### src/cpuPkg.sv
package cpuPkg;

    // ==================================================
    // Widths and basic types
    // ==================================================
    localparam int dataWidth = 16;                   // Register and instruction width

    typedef logic [7:0]           byteT;             // One memory byte
    typedef logic [7:0]           addressT;          // 256-byte address space
    typedef logic [dataWidth-1:0] wordT;
    typedef logic [5:0]           opcodeT;
    typedef logic [1:0]           regIndexT;         // R0 to R3
    typedef logic [11:0]          timingT;           // One-hot timing ring

    // ==================================================
    // One-hot timing states
    // ==================================================
    localparam timingT stateT0  = 12'b0000_0000_0001;
    localparam timingT stateT1  = 12'b0000_0000_0010;
    localparam timingT stateT2  = 12'b0000_0000_0100;
    localparam timingT stateT3  = 12'b0000_0000_1000;
    localparam timingT stateT4  = 12'b0000_0001_0000;
    localparam timingT stateT5  = 12'b0000_0010_0000;
    localparam timingT stateT6  = 12'b0000_0100_0000;
    localparam timingT stateT7  = 12'b0000_1000_0000;
    localparam timingT stateT8  = 12'b0001_0000_0000;
    localparam timingT stateT9  = 12'b0010_0000_0000;
    localparam timingT stateT10 = 12'b0100_0000_0000;
    localparam timingT stateT11 = 12'b1000_0000_0000;

    // ==================================================
    // Opcodes in instruction bits 15:10
    // ==================================================
    localparam opcodeT opBra   = 6'h00;
    localparam opcodeT opBne   = 6'h01;
    localparam opcodeT opBeq   = 6'h02;
    localparam opcodeT opDec   = 6'h0A;
    localparam opcodeT opMovl  = 6'h19;
    localparam opcodeT opMovsh = 6'h1A;
    localparam opcodeT opSta   = 6'h20;

    // Register file operation
    typedef enum logic [1:0] {
        regHold,
        regLoad,                                     // Zero-extended immediate
        regShiftLoad,                                // Shift left 8 with immediate in low byte
        regDecrement
    } regFunctionT;

endpackage
### src/cpuSystem.sv
`timescale 1ns/1ps

module cpuSystem (
    input  logic           Clock,
    input  logic           Reset,
    input  cpuPkg::byteT   MemReadData,
    output cpuPkg::timingT T,
    output cpuPkg::addressT MemAddress,
    output logic           MemSelect,
    output logic           MemWrite,
    output cpuPkg::byteT   MemWriteData
);
    import cpuPkg::*;

    // ==================================================
    // Control strobes between the units
    // ==================================================
    logic        pcIncrement;
    logic        pcLoad;
    logic        arLoad;
    logic        arIncrement;
    logic        addrFromAr;
    logic        regWrite;
    regFunctionT regFunction;
    regIndexT    regSelect;
    byteT        immediate;                          // Address or immediate field
    logic        storeHigh;
    logic        zeroFlag;

    controlUnit control (
        .Clock       (Clock),
        .Reset       (Reset),
        .MemReadData (MemReadData),
        .ZeroFlag    (zeroFlag),
        .T           (T),
        .PcIncrement (pcIncrement),
        .PcLoad      (pcLoad),
        .ArLoad      (arLoad),
        .ArIncrement (arIncrement),
        .AddrFromAr  (addrFromAr),
        .MemSelect   (MemSelect),
        .MemWrite    (MemWrite),
        .RegWrite    (regWrite),
        .RegFunction (regFunction),
        .RegSelect   (regSelect),
        .Immediate   (immediate),
        .StoreHigh   (storeHigh)
    );

    addressUnit address (
        .Clock       (Clock),
        .Reset       (Reset),
        .PcIncrement (pcIncrement),
        .PcLoad      (pcLoad),
        .ArLoad      (arLoad),
        .ArIncrement (arIncrement),
        .AddrFromAr  (addrFromAr),
        .Immediate   (immediate),
        .MemAddress  (MemAddress)
    );

    executeUnit execute (
        .Clock        (Clock),
        .Reset        (Reset),
        .RegWrite     (regWrite),
        .RegFunction  (regFunction),
        .RegSelect    (regSelect),
        .Immediate    (immediate),
        .StoreHigh    (storeHigh),
        .MemWriteData (MemWriteData),
        .ZeroFlag     (zeroFlag)
    );

endmodule

### src/controlUnit.sv
`timescale 1ns/1ps

module controlUnit (
    input  logic                Clock,
    input  logic                Reset,
    input  cpuPkg::byteT        MemReadData,
    input  logic                ZeroFlag,
    output cpuPkg::timingT      T,
    output logic                PcIncrement,
    output logic                PcLoad,
    output logic                ArLoad,
    output logic                ArIncrement,
    output logic                AddrFromAr,
    output logic                MemSelect,
    output logic                MemWrite,
    output logic                RegWrite,
    output cpuPkg::regFunctionT RegFunction,
    output cpuPkg::regIndexT    RegSelect,
    output cpuPkg::byteT        Immediate,
    output logic                StoreHigh
);
    import cpuPkg::*;

    wordT   instructionReg;
    opcodeT opcode;
    logic   lastState;                               // Final state of this instruction

    // ==================================================
    // Timing ring
    // ==================================================
    always_ff @(posedge Clock or posedge Reset) begin
        if (Reset) begin
            T <= stateT0;
        end else if (lastState) begin
            T <= stateT0;                            // Restart for the next fetch
        end else begin
            T <= {T[10:0], T[11]};                   // Rotate one state
        end
    end

    // Instruction register takes the low byte first
    always_ff @(posedge Clock or posedge Reset) begin
        if (Reset) begin
            instructionReg <= '0;
        end else if (T == stateT0) begin
            instructionReg[7:0] <= MemReadData;
        end else if (T == stateT1) begin
            instructionReg[15:8] <= MemReadData;
        end
    end

    // ==================================================
    // Decode
    // ==================================================
    assign opcode    = instructionReg[15:10];
    assign RegSelect = instructionReg[9:8];
    assign Immediate = instructionReg[7:0];          // Address or immediate

    // ==================================================
    // Strobe generation
    // ==================================================
    always_comb begin
        PcIncrement = 1'b0;
        PcLoad      = 1'b0;
        ArLoad      = 1'b0;
        ArIncrement = 1'b0;
        AddrFromAr  = 1'b0;
        MemSelect   = 1'b0;
        MemWrite    = 1'b0;
        RegWrite    = 1'b0;
        RegFunction = regHold;
        StoreHigh   = 1'b0;
        lastState   = 1'b0;

        case (T)
            stateT0, stateT1: begin
                MemSelect   = 1'b1;                  // Read instruction byte at PC
                PcIncrement = 1'b1;
            end
            stateT3: begin
                lastState = 1'b1;                    // Most instructions end here
                case (opcode)
                    opBra:   PcLoad = 1'b1;
                    opBne:   PcLoad = ~ZeroFlag;
                    opBeq:   PcLoad = ZeroFlag;
                    opMovl: begin
                        RegWrite    = 1'b1;
                        RegFunction = regLoad;
                    end
                    opMovsh: begin
                        RegWrite    = 1'b1;
                        RegFunction = regShiftLoad;
                    end
                    opDec: begin
                        RegWrite    = 1'b1;
                        RegFunction = regDecrement;
                    end
                    opSta: begin
                        ArLoad    = 1'b1;            // AR takes the address field
                        lastState = 1'b0;
                    end
                    default: lastState = 1'b1;       // Unknown opcode is a no-op
                endcase
            end
            stateT4: begin
                if (opcode == opSta) begin
                    AddrFromAr  = 1'b1;
                    MemSelect   = 1'b1;
                    MemWrite    = 1'b1;              // Low byte
                    ArIncrement = 1'b1;
                end
            end
            stateT5: begin
                if (opcode == opSta) begin
                    AddrFromAr = 1'b1;
                    MemSelect  = 1'b1;
                    MemWrite   = 1'b1;
                    StoreHigh  = 1'b1;               // High byte at address+1
                end
                lastState = 1'b1;
            end
            stateT6, stateT7, stateT8, stateT9, stateT10, stateT11: begin
                lastState = 1'b1;                    // Unused states fall back to fetch
            end
            default: lastState = 1'b0;               // T2 decodes with no strobes
        endcase
    end

endmodule

### src/executeUnit.sv
`timescale 1ns/1ps

module executeUnit (
    input  logic                Clock,
    input  logic                Reset,
    input  logic                RegWrite,
    input  cpuPkg::regFunctionT RegFunction,
    input  cpuPkg::regIndexT    RegSelect,
    input  cpuPkg::byteT        Immediate,
    input  logic                StoreHigh,
    output cpuPkg::byteT        MemWriteData,
    output logic                ZeroFlag
);
    import cpuPkg::*;

    wordT registers [4];                             // R0 to R3
    wordT selectedValue;
    wordT nextValue;

    assign selectedValue = registers[RegSelect];

    // ==================================================
    // Register function
    // ==================================================
    always_comb begin
        case (RegFunction)
            regLoad:      nextValue = {8'h00, Immediate};
            regShiftLoad: nextValue = {selectedValue[7:0], Immediate};
            regDecrement: nextValue = selectedValue - 16'd1;
            default:      nextValue = selectedValue; // Hold
        endcase
    end

    always_ff @(posedge Clock or posedge Reset) begin
        if (Reset) begin
            for (int i = 0; i < 4; i++) begin
                registers[i] <= '0;
            end
            ZeroFlag <= 1'b0;
        end else if (RegWrite) begin
            registers[RegSelect] <= nextValue;
            if (RegFunction == regDecrement) begin
                ZeroFlag <= (nextValue == '0);       // Only DEC touches Z
            end
        end
    end

    // ==================================================
    // Store byte select
    // ==================================================
    assign MemWriteData = StoreHigh ? selectedValue[15:8] : selectedValue[7:0];

endmodule

### src/addressUnit.sv
`timescale 1ns/1ps

module addressUnit (
    input  logic            Clock,
    input  logic            Reset,
    input  logic            PcIncrement,
    input  logic            PcLoad,
    input  logic            ArLoad,
    input  logic            ArIncrement,
    input  logic            AddrFromAr,
    input  cpuPkg::byteT    Immediate,
    output cpuPkg::addressT MemAddress
);
    import cpuPkg::*;

    addressT programCounter;
    addressT addressRegister;

    // ==================================================
    // Program counter
    // ==================================================
    always_ff @(posedge Clock or posedge Reset) begin
        if (Reset) begin
            programCounter <= '0;
        end else if (PcLoad) begin
            programCounter <= Immediate;             // Branch target
        end else if (PcIncrement) begin
            programCounter <= programCounter + 8'd1;
        end
    end

    // ==================================================
    // Address register
    // ==================================================
    always_ff @(posedge Clock or posedge Reset) begin
        if (Reset) begin
            addressRegister <= '0;
        end else if (ArLoad) begin
            addressRegister <= Immediate;            // Store address from IR
        end else if (ArIncrement) begin
            addressRegister <= addressRegister + 8'd1;
        end
    end

    // Fetch uses the PC, stores use AR
    assign MemAddress = AddrFromAr ? addressRegister : programCounter;

endmodule

### config.mk
export PLATFORM = sky130hd
export DESIGN_NAME = cpuSystem
export DESIGN_NICKNAME = d
export VERILOG_FILES = /design/src/cpuPkg.sv /design/src/cpuSystem.sv /design/src/controlUnit.sv /design/src/executeUnit.sv /design/src/addressUnit.sv
export SDC_FILE = /design/constraint.sdc
export NUM_CORES = 1
export LEC_CHECK = 0
export BUFFER_PORTS_ARGS = -buffer_cell sky130_fd_sc_hd__buf_2
export CAP_MARGIN = 5
export CORE_AREA = 3 3 107 109
export CTS_CLUSTER_DIAMETER = 200
export CTS_CLUSTER_SIZE = 24
export DETAILED_ROUTE_END_ITERATION = 10
export DIE_AREA = 0 0 110 112
export PLACE_DENSITY = 0.84
export RECOVER_POWER = 50
export SKIP_LAST_GASP = 1
export SLEW_MARGIN = 10
export SYNTH_ARGS = -nofsm -noshare
export SYNTH_HDL_FRONTEND = slang
export SYNTH_SLANG_ARGS = --single-unit
### constraint.sdc
create_clock -name Clock -period 3 [get_ports Clock]
set_clock_uncertainty 0.05 [all_clocks]
set_input_delay 0.3 -clock Clock [delete_from_list [all_inputs] [get_ports Clock]]
set_output_delay 0.3 -clock Clock [all_outputs]
set_load 0.01 [all_outputs]
==> impl_results.md, run 1 <==
- Synth top cells by count: dfrtp_1, nand2_1, o21ai_0, nor2_1, clkbuf_1
- GRT Total Usage: 0.271
- Max-slew headroom: -0.246
- Top Ports: 40
- Primary FF master, synth: dfrtp_1
- Global-route wire length before repair: 25.4 mm
- Vias: 5,042
- Synth Cell Area: 5820 um2
- WL/cell: 19.5 um
- Minimum clock period: 3140 ps
- CTS sink cnt: 109
- Status: complete, but fails checks
- PD cells: 327 nW/um2
- Die area: 12,300 um2
- Worst hold path depth: 2
- Achievable frequency: 318 MHz
- WL final: 16.3 mm
- Critical path required time: 3260 ps
- Syn Inst Count: 592
- Gate power share: 0.016
- Internal power: 0.00178 W
- # setup viols final: 16
- Max-slew violation count: 45
- Vias per inst: 6.02
- Worst setup path category: register to register
- Non-Filler Instances: 838
- CTS tree: yes
- Gpl congestion: ~0.96
- Count leader, synth: dfrtp_1
- Vias in the first global route: 4,904
- Antenna violations before repair: 0
- CTS buffer count: 9
- CP Launch Point: control.instructionReg[8]
- Crit path DAT: 3400 ps
- Root Buffer: clkbuf_8
- Clock share of power: 0.349
- RSZ-0062 raised after global routing: yes
- Post-DP HPWL: 12.1 mm
- Final worst setup slack: -142 ps
- VDD IR-drop max: roughly 0.42 mV
- CP endpoint kind: register
- Clk pin slew, worst setup/hold paths: 100 ps
- Initial DRC count: 462
- Die Y: about 110 um
- Cell variety after synth: between 60 and 70
- Worst setup SP type: register
- Worst hold slack: ~100 ps
- Final worst path period share: 1.05
- Post-synth ARST share: 1.00
- Die width: 110 um
- Post-CTS Hold Buffers: 0
- R2R setup slack: -140 ps
- Yosys top cell area share: 0.465
- Core area: 10,700 um2
- Failing checks: max-capacitance violations, max-slew violations, negative setup slack
- CP max FO: 4
- Cells on worst reg2reg path: 12
- Final #Nets: 706
- Worst hold start: MemReadData[5]
- Seq pwr share: 0.635
- Worst Max-Slew Pin Slew: 1860 ps
- Number of max-cap violations: 1
- Worst flop-to-flop path startpoint: control.instructionReg[8]
- Synthesized flop and latch total: between 100 and 150
- Placed insts: 807
- Worst-case clock buffer depth: 2
- Leak: 3.26 nW
- Synth area leaders: dfrtp_1, o21ai_0, nand2_1
- Post-synth EDFFs: 0
- Synthesized area per cell: 9.83 um2
- Min-Delay Path Class: input pin to register
- Total grt overflow: 0
- Diode count: 0
- Initial Utilization: 0.544
- Sw frac: 0.231
- Antenna viol nets, final: 0
- Clk_lat worst skew: 390 ps
- Largest area contributor in the netlist: dfrtp_1
- YS warnings: 0
- Synthesis-to-layout area growth: 21.5%
- IO Port Bufs: 39
- Net count after synthesis: 605
- H-tree levels: 3
- DRC viols: 0
- # rows: 38
- Seq/Total Area, Yosys: 0.469
- DR pass1 iterations: 5
- Largest net degree at the start of global routing: 45
- Final hold vios: 0
- Ratio of cells with drive above 1 in the final layout: 0.324
- Fill count: ~850
- Sw power: 0.000533 W
-- kinds of logic (layout without fill, tap and decap cells) --
| group | after synthesis | count (layout) | synth area share |
|---|---|---|---|
| AOI/OAI and AO/OA | 139 | 139 | 0.138 |
| and+or+nand+nor | 225 | 225 | 0.193 |
| adders and majority gates | 3 | 3 | 0.00645 |
| buffers and inverters | 46 | 152 | 0.0342 |
| xor gates and xnor gates | 20 | 20 | 0.0301 |
| DFF | 109 | 109 | 0.469 |
| muxes | 50 | 50 | 0.129 |
-- final timing paths --
path | end
worst max-delay path | execute.ZeroFlag
max in group asynchronous | address.addressRegister[6]
min in group asynchronous | execute.registers[33]
worst min-delay path | control.instructionReg[13]
worst max register to register | execute.ZeroFlag
worst min register to register | control.T[3]
-- power groups by stage --
stage | Sequential, W | Combinational (W) | Clock [W]
3_3_place_gp | 0.00150 | 0.0000410 | 0
3_5_place_dp | 0.00150 | 0.0000421 | 0
6_report | 0.00147 | 0.0000359 | 0.000807
2_1_floorplan | 0.00150 | 0.0000218 | 0
4_1_cts | 0.00147 | 0.0000421 | 0.000826
5_1_grt | 0.00147 | 0.0000425 | 0.000881
-- cells in the final DEF (no fill, tap or decap), drive strengths merged, types with 11 or more instances in the layout --
| cell type | synthesis | final |
|---|---|---|
| clkbuf | 31 | 13 |
| mux2 | 28 | 28 |
| nand2 | 105 | 105 |
| a21oi | 22 | 22 |
| dfrtp | 108 | 108 |
| o21ai | 89 | 89 |
| nor3 | 11 | 11 |
| buf | 5 | 124 |
| xor2 | 12 | 12 |
| nor2 | 33 | 33 |
| nand4 | 11 | 11 |
| mux4 | 16 | 16 |
-- area by class of cell --
class                           count  area (um2)  area share
Clock buffer                       11         131      0.0186
Clock inverter                      5        36.3     0.00513
Inverter                           10        38.8     0.00549
Multi-Input combinational cell    437        3070       0.435
Sequential cell                   109        2730       0.386
Tap cell                          140         175      0.0248
Timing Repair Buffer              126         886       0.125
-- through the flow --
step	TNS, ps	util	total power, W	worst slack (ps)	instance area [um2]
CTS	-57.0	0.645	0.00234	-48.2	6900
global placement	-2740	0.619	0.00154	-525	6630
finish	-838	0.661	0.00231	-142	7070
global route	-3170	0.661	0.00239	-312	7070
detailed placement	-3260	0.619	0.00154	-550	6630
floorplan	0	-	0.00152	1.54	5840
-- worst max-delay path, stage by stage, from the launching register on --
cell and delay (ps):
dfrtp_1 420, buf_6 140, mux4_2 510, inv_2 100
ha_4 150, nand4b_1 230, a2111oi_4 470, buf_4 190
a21oi_2 40, nand2b_4 150, a22oi_2 180, nand4_1 160
o31ai_2 260
-- routing by layer --
metal	wire length [um]	global-route usage
met5	0	0
met1	6610	0.361
met4	479	0.0865
met2	8020	0.434
met3	1200	0.0684
-- flip-flops by register name, summed over array words and instances, names as in the netlist --
name,count
control.instructionReg,16
execute.registers,64
address.programCounter,8
address.addressRegister,8
execute.ZeroFlag,1
control.T,12
-- repair_timing --
| action | CTS | global route |
|---|---|---|
| pin swaps | 8 | 21 |
| endpoints found under the setup margin | 18 | 51 |
| resized for setup | 16 | 34 |
| endpoints found under the hold margin | 0 | 0 |
| buffers inserted | 6 | 10 |
No activity file was read; power rests on OpenSTA's default activity.
==> run 2, diff against run 1 <==
- SETUP_SLACK_MARGIN: default -> 0.02
==> run 2 against run 1 <==
Against the previous run:
- the flow finishes with violations (max-capacitance violations, negative setup slack)
- maximum frequency is 1.6% higher
- routed wire length about the same
- die area unchanged
- global-route usage increased by 1.0 points
- worst setup slack improved by 51 ps
- critical endpoint unchanged
==> impl_results.md, run 2 (synthesis results as in run 1) <==
- Status: complete, but fails checks (unchanged)
- Failing checks: max-capacitance violations, negative setup slack (was max-capacitance violations, max-slew violations, negative setup slack)
- Clk pin slew, worst setup/hold paths: 110 ps (was 100 ps)
- # rows: 38 (unchanged)
- Achievable frequency: 324 MHz (was 318 MHz)
- Final Power: 0.00240 W (was 0.00231 W)
- Sw frac: 0.236 (was 0.231)
- CTS buffer count: 9 (unchanged)
- Final worst path period share: 1.03 (was 1.05)
- CP max FO: 5 (was 4)
- Global-route wire length before repair: 26.4 mm (was 25.4 mm)
- Antenna viol nets, final: 0 (unchanged)
- Seq pwr share: 0.612 (was 0.635)
- Largest register FFs: 64 (unchanged)
- Number of max-cap violations: 1 (unchanged)
- Vias per inst: 6.03 (was 6.02)
- Crit path DAT: 3360 ps (was 3400 ps)
- Max stage delay cell, worst path: mux4_2 (unchanged)
- Synthesis-to-layout area growth: 22.3% (was 21.5%)
- Worst flop-to-flop path startpoint: control.instructionReg[8] (unchanged)
- Worst-case clock buffer depth: 2 (unchanged)
- Max-slew headroom: 0.0195 (was -0.246)
- Gate power share: 0.016 (about the same)
- Worst min-delay path endpoint: control.instructionReg[7] (was control.instructionReg[13])
- Leak: 3.25 nW (was 3.26 nW)
- Vias in the first global route: 5,082 (was 4,904)
- CP endpoint kind: register (unchanged)
- Max-slew violation count: 0 (was 45)
- Most frequent cells in the layout: dfrtp_1, nand2_1, buf_4, o21ai_0, nor2_1 (was dfrtp_1, nand2_1, o21ai_0, buf_4, buf_2)
- Biggest regs: execute.registers: 64 flops, control.instructionReg: 16 flops, control.T: 12 flops (unchanged)
- Most common cell after layout, fill and taps aside: dfrtp_1 (unchanged)
- GRT Total Usage: 0.281 (was 0.271)
- RSZ-0062 raised after global routing: yes (unchanged)
- RR Endpoint: execute.ZeroFlag (unchanged)
- CTS tree: yes (unchanged)
- Worst path max stage delay: 560 ps (was 510 ps)
- Worst setup path category: register to register (unchanged)
- Non-Filler Instances: 841 (was 838)
- Initial Utilization: 0.544 (unchanged)
- Root Buffer: clkbuf_8 (unchanged)
- Total grt overflow: 0 (unchanged)
- Largest net degree at the start of global routing: 46 (was 45)
- Worst setup SP type: register (unchanged)
- Internal power: 0.00183 W (was 0.00178 W)
- Minimum clock period: 3090 ps (was 3140 ps)
- Final worst setup slack: -91.1 ps (was -142 ps)
- Placed insts: 810 (was 807)
- Final hold vios: 0 (unchanged)
- Final #Nets: 709 (was 706)
- Die Y: 112 um (unchanged)
- Antenna violations before repair: 0 (unchanged)
- Initial DRC count: 473 (was 462)
- Core area: 10,700 um2 (unchanged)
- VDD IR-drop max: 0.383 mV (was 0.425 mV)
- Worst hold start: MemReadData[7] (was MemReadData[5])
- Diode count: 0 (unchanged)
- Reg with most FFs: execute.registers (unchanged)
- CP Cell Sequence: mux4_2 -> inv_2 -> ha_4 -> nand4_1 -> buf_4 -> a211o_1 -> o311a_1 -> a211o_1 -> a21oi_2 -> nand2_2 -> o31ai_2 (was buf_6 -> mux4_2 -> inv_2 -> ha_4 -> nand4b_1 -> a2111oi_4 -> buf_4 -> a21oi_2 -> nand2b_4 -> a22oi_2 -> nand4_1 -> o31ai_2)
- DR pass1 iterations: 5 (unchanged)
- Sw power: 0.000567 W (was 0.000533 W)
- Cells on worst reg2reg path: 11 (was 12)
- R2R setup slack: -90 ps (was -140 ps)
- Top Ports: 40 (unchanged)
- Clock share of power: 0.372 (was 0.349)
- # setup viols final: 6 (was 16)
- Ratio of cells with drive above 1 in the final layout: 0.324 (about the same)
- WL/cell: 19.4 um (was 19.5 um)
- Post-DP HPWL: 11.9 mm (was 12.1 mm)
- Min-Delay Path Class: input pin to register (unchanged)
- Worst Max-Slew Pin Slew: 1460 ps (was 1860 ps)
- Worst hold path depth: 2 (unchanged)
- Vias: 5,069 (was 5,042)
- Critical path's most frequent cell: a211o_1
- H-tree levels: 3 (unchanged)
- Critical path required time: 3270 ps (was 3260 ps)
- IO Port Bufs: 39 (unchanged)
- PD cells: 337 nW/um2 (was 327 nW/um2)
- Die area: 12,300 um2 (unchanged)
- Gpl congestion: 0.996 (was 0.960)
- Clk_lat worst skew: 400 ps (was 390 ps)
- Die width: 110 um (unchanged)
- WL final: 16.3 mm (about the same)
- DRC viols: 0 (unchanged)
- CTS sink cnt: 109 (unchanged)
==> run 2: cell type report <==
class / instances / area [um2]
Clock buffer: 11 / 151
Clock inverter: 5 / 40.0
Fill cell: 819 / 3580
Inverter: 10 / 38.8
Multi-Input combinational cell: 437 / 3100
Sequential cell: 109 / 2730
Tap cell: 140 / 175
Timing Repair Buffer: 129 / 882
==> run 2: power by group through the flow <==
stage                     combinational (W)  clock, W  sequential [W]
final                             0.0000386  0.000893         0.00147
after global routing              0.0000448  0.000957         0.00147
after global placement            0.0000419         0         0.00150
after floorplan                   0.0000218         0         0.00150
after detailed placement          0.0000436         0         0.00150
after CTS                         0.0000447  0.000908         0.00147
==> run 2: layer usage <==
metal | wire length, um | global-route usage | vias up
met5 | 0 | 0 | -
met4 | 694 | 0.135 | 0
met3 | 958 | 0.0638 | 54
met2 | 7930 | 0.449 | 206
met1 | 6710 | 0.360 | 2474
li1 | - | - | 2335
==> run 2: through the flow <==
stage / cell area, um2 / util / hold slack, ps / TNS (ps) / setup WS (ps)
2_1_floorplan: 5840 / - / 392 / 0 / 48.6
3_3_place_gp: 6640 / 0.620 / 391 / -3000 / -288
3_5_place_dp: 6640 / 0.620 / 402 / -4820 / -423
4_1_cts: 6990 / 0.653 / 87.8 / -67.6 / -55.7
5_1_grt: 7120 / 0.665 / 95.3 / -2000 / -157
6_report: 7120 / 0.665 / 101 / -233 / -91.1
==> run 2: how the worst max path moves through the flow <==
stage | start | end | slack [ps] | cells after the start
global placement | control.instructionReg[8] | execute.ZeroFlag | -290 | 11
floorplan | control.instructionReg[8] | execute.ZeroFlag | 50 | 12
global route | control.instructionReg[8] | execute.ZeroFlag | -160 | 12
detailed placement | control.instructionReg[8] | execute.ZeroFlag | -420 | 11
finish | control.instructionReg[8] | execute.ZeroFlag | -90 | 11
CTS | control.instructionReg[8] | execute.ZeroFlag | -60 | 11
==> run 2: critical path, delay by kind of cell (launching register included) <==
| kind | cells | cell delay (ps) |
|---|---|---|
| AND/OR/NAND/NOR | 2 | 300 |
| multiplexers | 1 | 560 |
| adder cells (fa/ha/maj) | 1 | 140 |
| AO/OA/AOI/OAI | 5 | 1180 |
| flip-flops | 1 | 460 |
| buffers and inverters | 2 | 330 |
==> run 2: repair_timing <==
item | in CTS | in global routing
hold buffers | 1 | 0
buffers inserted | 9 | 5
pin swaps | 8 | 11
endpoints found under the hold margin | 30 | 0
setup endpoints to repair | 40 | 45
resized for setup | 32 | 38
==> run 3, diff against run 2 <==
- MAX_ROUTING_LAYER: default -> met4
==> run 3 against run 2 <==
Against the previous run:
- the flow finishes with violations (max-capacitance violations, max-slew violations, negative setup slack)
- flip-flop and latch count stayed put
- die area stayed put
- hold slack better by 8.3 ps
- final cell count is 0.12% higher
- routed wire length is 2.7% lower
- first-iteration DRC count is 23% lower
- clock power hardly changed
- register-to-register slack hardly changed
- core utilization is 0.19 points higher
- worst setup slack better by 12 ps
- global-route usage is 0.10 points lower
- sequential share of layout area is 0.13 points lower
- critical endpoint unchanged
- largest cell class unchanged
==> impl_results.md, run 3 (synthesis results as in run 1) <==
- Status: complete, but fails checks (unchanged)
- Failing checks: max-capacitance violations, max-slew violations, negative setup slack (was max-capacitance violations, negative setup slack)
- Top Metal Used: met4 (unchanged)
- RSZ-0062 raised after global routing: yes (unchanged)
- Worst setup path category: register to register (unchanged)
- Max-slew headroom: -0.193 (was 0.0195)
- Antenna violations before repair: 0 (unchanged)
- Crit path DAT: 3330 ps (was 3360 ps)
- Critical path's most frequent cell: buf_4 (was a211o_1)
- Total grt overflow: 0 (unchanged)
- Core area: 10,700 um2 (unchanged)
- Final TNS setup: -144 ps (was -233 ps)
- Final hold vios: 0 (unchanged)
- CP max FO: 5 (unchanged)
- Initial DRC count: 364 (was 473)
- Met3 wire len: 741 um (was 958 um)
- Critical path required time: 3250 ps (was 3270 ps)
- Synthesis-to-layout area growth: 22.6% (was 22.3%)
- Gpl congestion: 0.967 (was 0.996)
- DRC viols: 0 (unchanged)
- Fill count: 843 (was 819)
- Biggest regs: execute.registers: 64 flops, control.instructionReg: 16 flops, control.T: 12 flops (unchanged)
- Antenna viol nets, final: 0 (unchanged)
- Largest delay share family, worst path: compound AO/OA/AOI/OAI gates (unchanged)
- Vias per inst: 5.96 (was 6.03)
- Worst-case clock buffer depth: 2 (unchanged)
- Worst path max stage delay: 550 ps (was 560 ps)
- Worst hold start: MemReadData[7] (unchanged)
- CP Launch Point: control.instructionReg[8] (unchanged)
- Worst hold slack: 109 ps (was 101 ps)
- PD cells: 336 nW/um2 (was 337 nW/um2)
- # setup viols final: 6 (unchanged)
- Worst setup SP type: register (unchanged)
- WL/cell: 18.8 um (was 19.4 um)
- CP bufs+invs: 3 (was 2)
- Worst hold path depth: 2 (unchanged)
- Initial Utilization: 0.544 (unchanged)
- Post-DP HPWL: 11.8 mm (was 11.9 mm)
- Cells on worst reg2reg path: 12 (was 11)
- Root Buffer: clkbuf_8 (unchanged)
- H-tree levels: 3 (unchanged)
- CTS buffer count: 9 (unchanged)
- Final worst path period share: 1.03 (about the same)
- Die area: 12,300 um2 (unchanged)
- Diode count: 0 (unchanged)
- Ratio of cells with drive above 1 in the final layout: 0.336 (was 0.324)
- IO Port Bufs: 39 (unchanged)
- Vias: 5,015 (was 5,069)
- Clk_lat worst skew: 390 ps (was 400 ps)
- Final Power: 0.00240 W (about the same)
- Number of max-cap violations: 1 (unchanged)
- R2R setup slack: -80 ps (was -90 ps)
- Minimum clock period: 3080 ps (was 3090 ps)
- Met1 wire length: 6.73 mm (was 6.71 mm)
- DR pass1 iterations: 5 (unchanged)
- Post-CTS Hold Buffers: 0 (was 1)
- VDD IR-drop max: 0.230 mV (was 0.383 mV)
- Leak: 3.29 nW (was 3.25 nW)
- CTS sink cnt: 109 (unchanged)
- Global-route wire length before repair: 26.0 mm (was 26.4 mm)
- Reg with most FFs: execute.registers (unchanged)
- Final worst setup slack: -78.7 ps (was -91.1 ps)
- Most frequent cells in the layout: dfrtp_1, nand2_1, buf_4, o21ai_0, buf_2 (was dfrtp_1, nand2_1, buf_4, o21ai_0, nor2_1)
- Die width: 110 um (unchanged)
- CP endpoint kind: register (unchanged)
- Largest register FFs: 64 (unchanged)
- WL final: 15.9 mm (was 16.3 mm)
- Achievable frequency: 325 MHz (was 324 MHz)
- Max stage delay cell, worst path: mux4_2 (unchanged)
- # rows: 38 (unchanged)
- Worst Max-Slew Pin Slew: 1780 ps (was 1460 ps)
- Max-slew violation count: 42 (was 0)
- Clk pin slew, worst setup/hold paths: 110 ps (about the same)
- CP Cell Sequence: mux4_2 -> inv_2 -> ha_4 -> nand4b_1 -> buf_4 -> a2111oi_4 -> buf_4 -> o21ai_2 -> a21oi_1 -> and4_1 -> nand4_1 -> o31ai_2 (was mux4_2 -> inv_2 -> ha_4 -> nand4_1 -> buf_4 -> a211o_1 -> o311a_1 -> a211o_1 -> a21oi_2 -> nand2_2 -> o31ai_2)
- Largest net degree at the start of global routing: 54 (was 46)
- Met2 wire length: 8.02 mm (was 7.93 mm)
- Most common cell after layout, fill and taps aside: dfrtp_1 (unchanged)
- Min-Delay Path Class: input pin to register (unchanged)
- Worst min-delay path endpoint: control.instructionReg[7] (unchanged)
- Vias in the first global route: 5,037 (was 5,082)
- RR Endpoint: execute.ZeroFlag (unchanged)
- Worst flop-to-flop path startpoint: control.instructionReg[8] (unchanged)
- Die Y: 112 um (unchanged)
- CTS tree: yes (unchanged)
- GRT Total Usage: 0.280 (was 0.281)
- Top Ports: 40 (unchanged)
- Final #Nets: 710 (was 709)
-- run 3: changes by cell type in the layout (fill, tap and decap cells not counted), sizes merged --
cell         delta
inv             -4
buf            +12
dlygate4sd3     -1
clkinv          +2
clkinvlp        +2
bufinv          +1
clkbuf         -11
-- run 3: per-layer routing --
| layer | vias to the layer above | global-route usage |
|---|---|---|
| met5 | - | - |
| met4 | 0 | 0.0989 |
| met3 | 29 | 0.0359 |
| met2 | 146 | 0.449 |
| met1 | 2500 | 0.366 |
| li1 | 2340 | - |
-- run 3: stage by stage --
stage          setup WS, ps  instances  area [um2]   util
6_report              -78.7        842        7140  0.667
5_1_grt                -153        842        7140  0.667
2_1_floorplan          48.6        592        5840      -
3_3_place_gp           -655        814        6670  0.623
3_5_place_dp           -614        814        6670  0.623
4_1_cts               -85.0        836        6960  0.651
-- run 3: worst max-delay path by stage --
stage | end | slack, ps | cells past startpoint
after floorplan | execute.ZeroFlag | 50 | 12
after global placement | execute.ZeroFlag | -660 | 11
after detailed placement | execute.ZeroFlag | -610 | 11
after CTS | execute.ZeroFlag | -90 | 11
after global routing | execute.ZeroFlag | -150 | 12
final | execute.ZeroFlag | -80 | 12
-- run 3: power breakdown --
group          internal (W)  switching, W
logic            0.00000505     0.0000318
registers           0.00147             0
clock network      0.000385      0.000507
total               0.00186      0.000538
-- run 3: worst reg2reg max path: stages (launching register included) --
cell and delay, ps:
dfrtp_2 470, mux4_2 550, inv_2 100, ha_4 150, nand4b_1 160, buf_4 190
a2111oi_4 360, buf_4 190, o21ai_2 50, a21oi_1 200, and4_1 220, nand4_1 110
o31ai_2 190
-- run 3: cell type report --
cell class              instances  area (um2)  share of cell area
well taps                     140         175              0.0245
inverters                      10        38.8             0.00544
clock inverters                 6        63.8             0.00894
clock buffers                  10         128              0.0179
multi-input cells             437        3110               0.436
flip-flops and latches        109        2730               0.383
repair buffers                130         891               0.125
-- run 3: repair_timing --
action | in CTS | in global routing
pin swaps | 14 | 19
gates cloned | 0 | 0
resized for setup | 23 | 43
endpoints found under the setup margin | 39 | 47
buffers inserted | 6 | 6
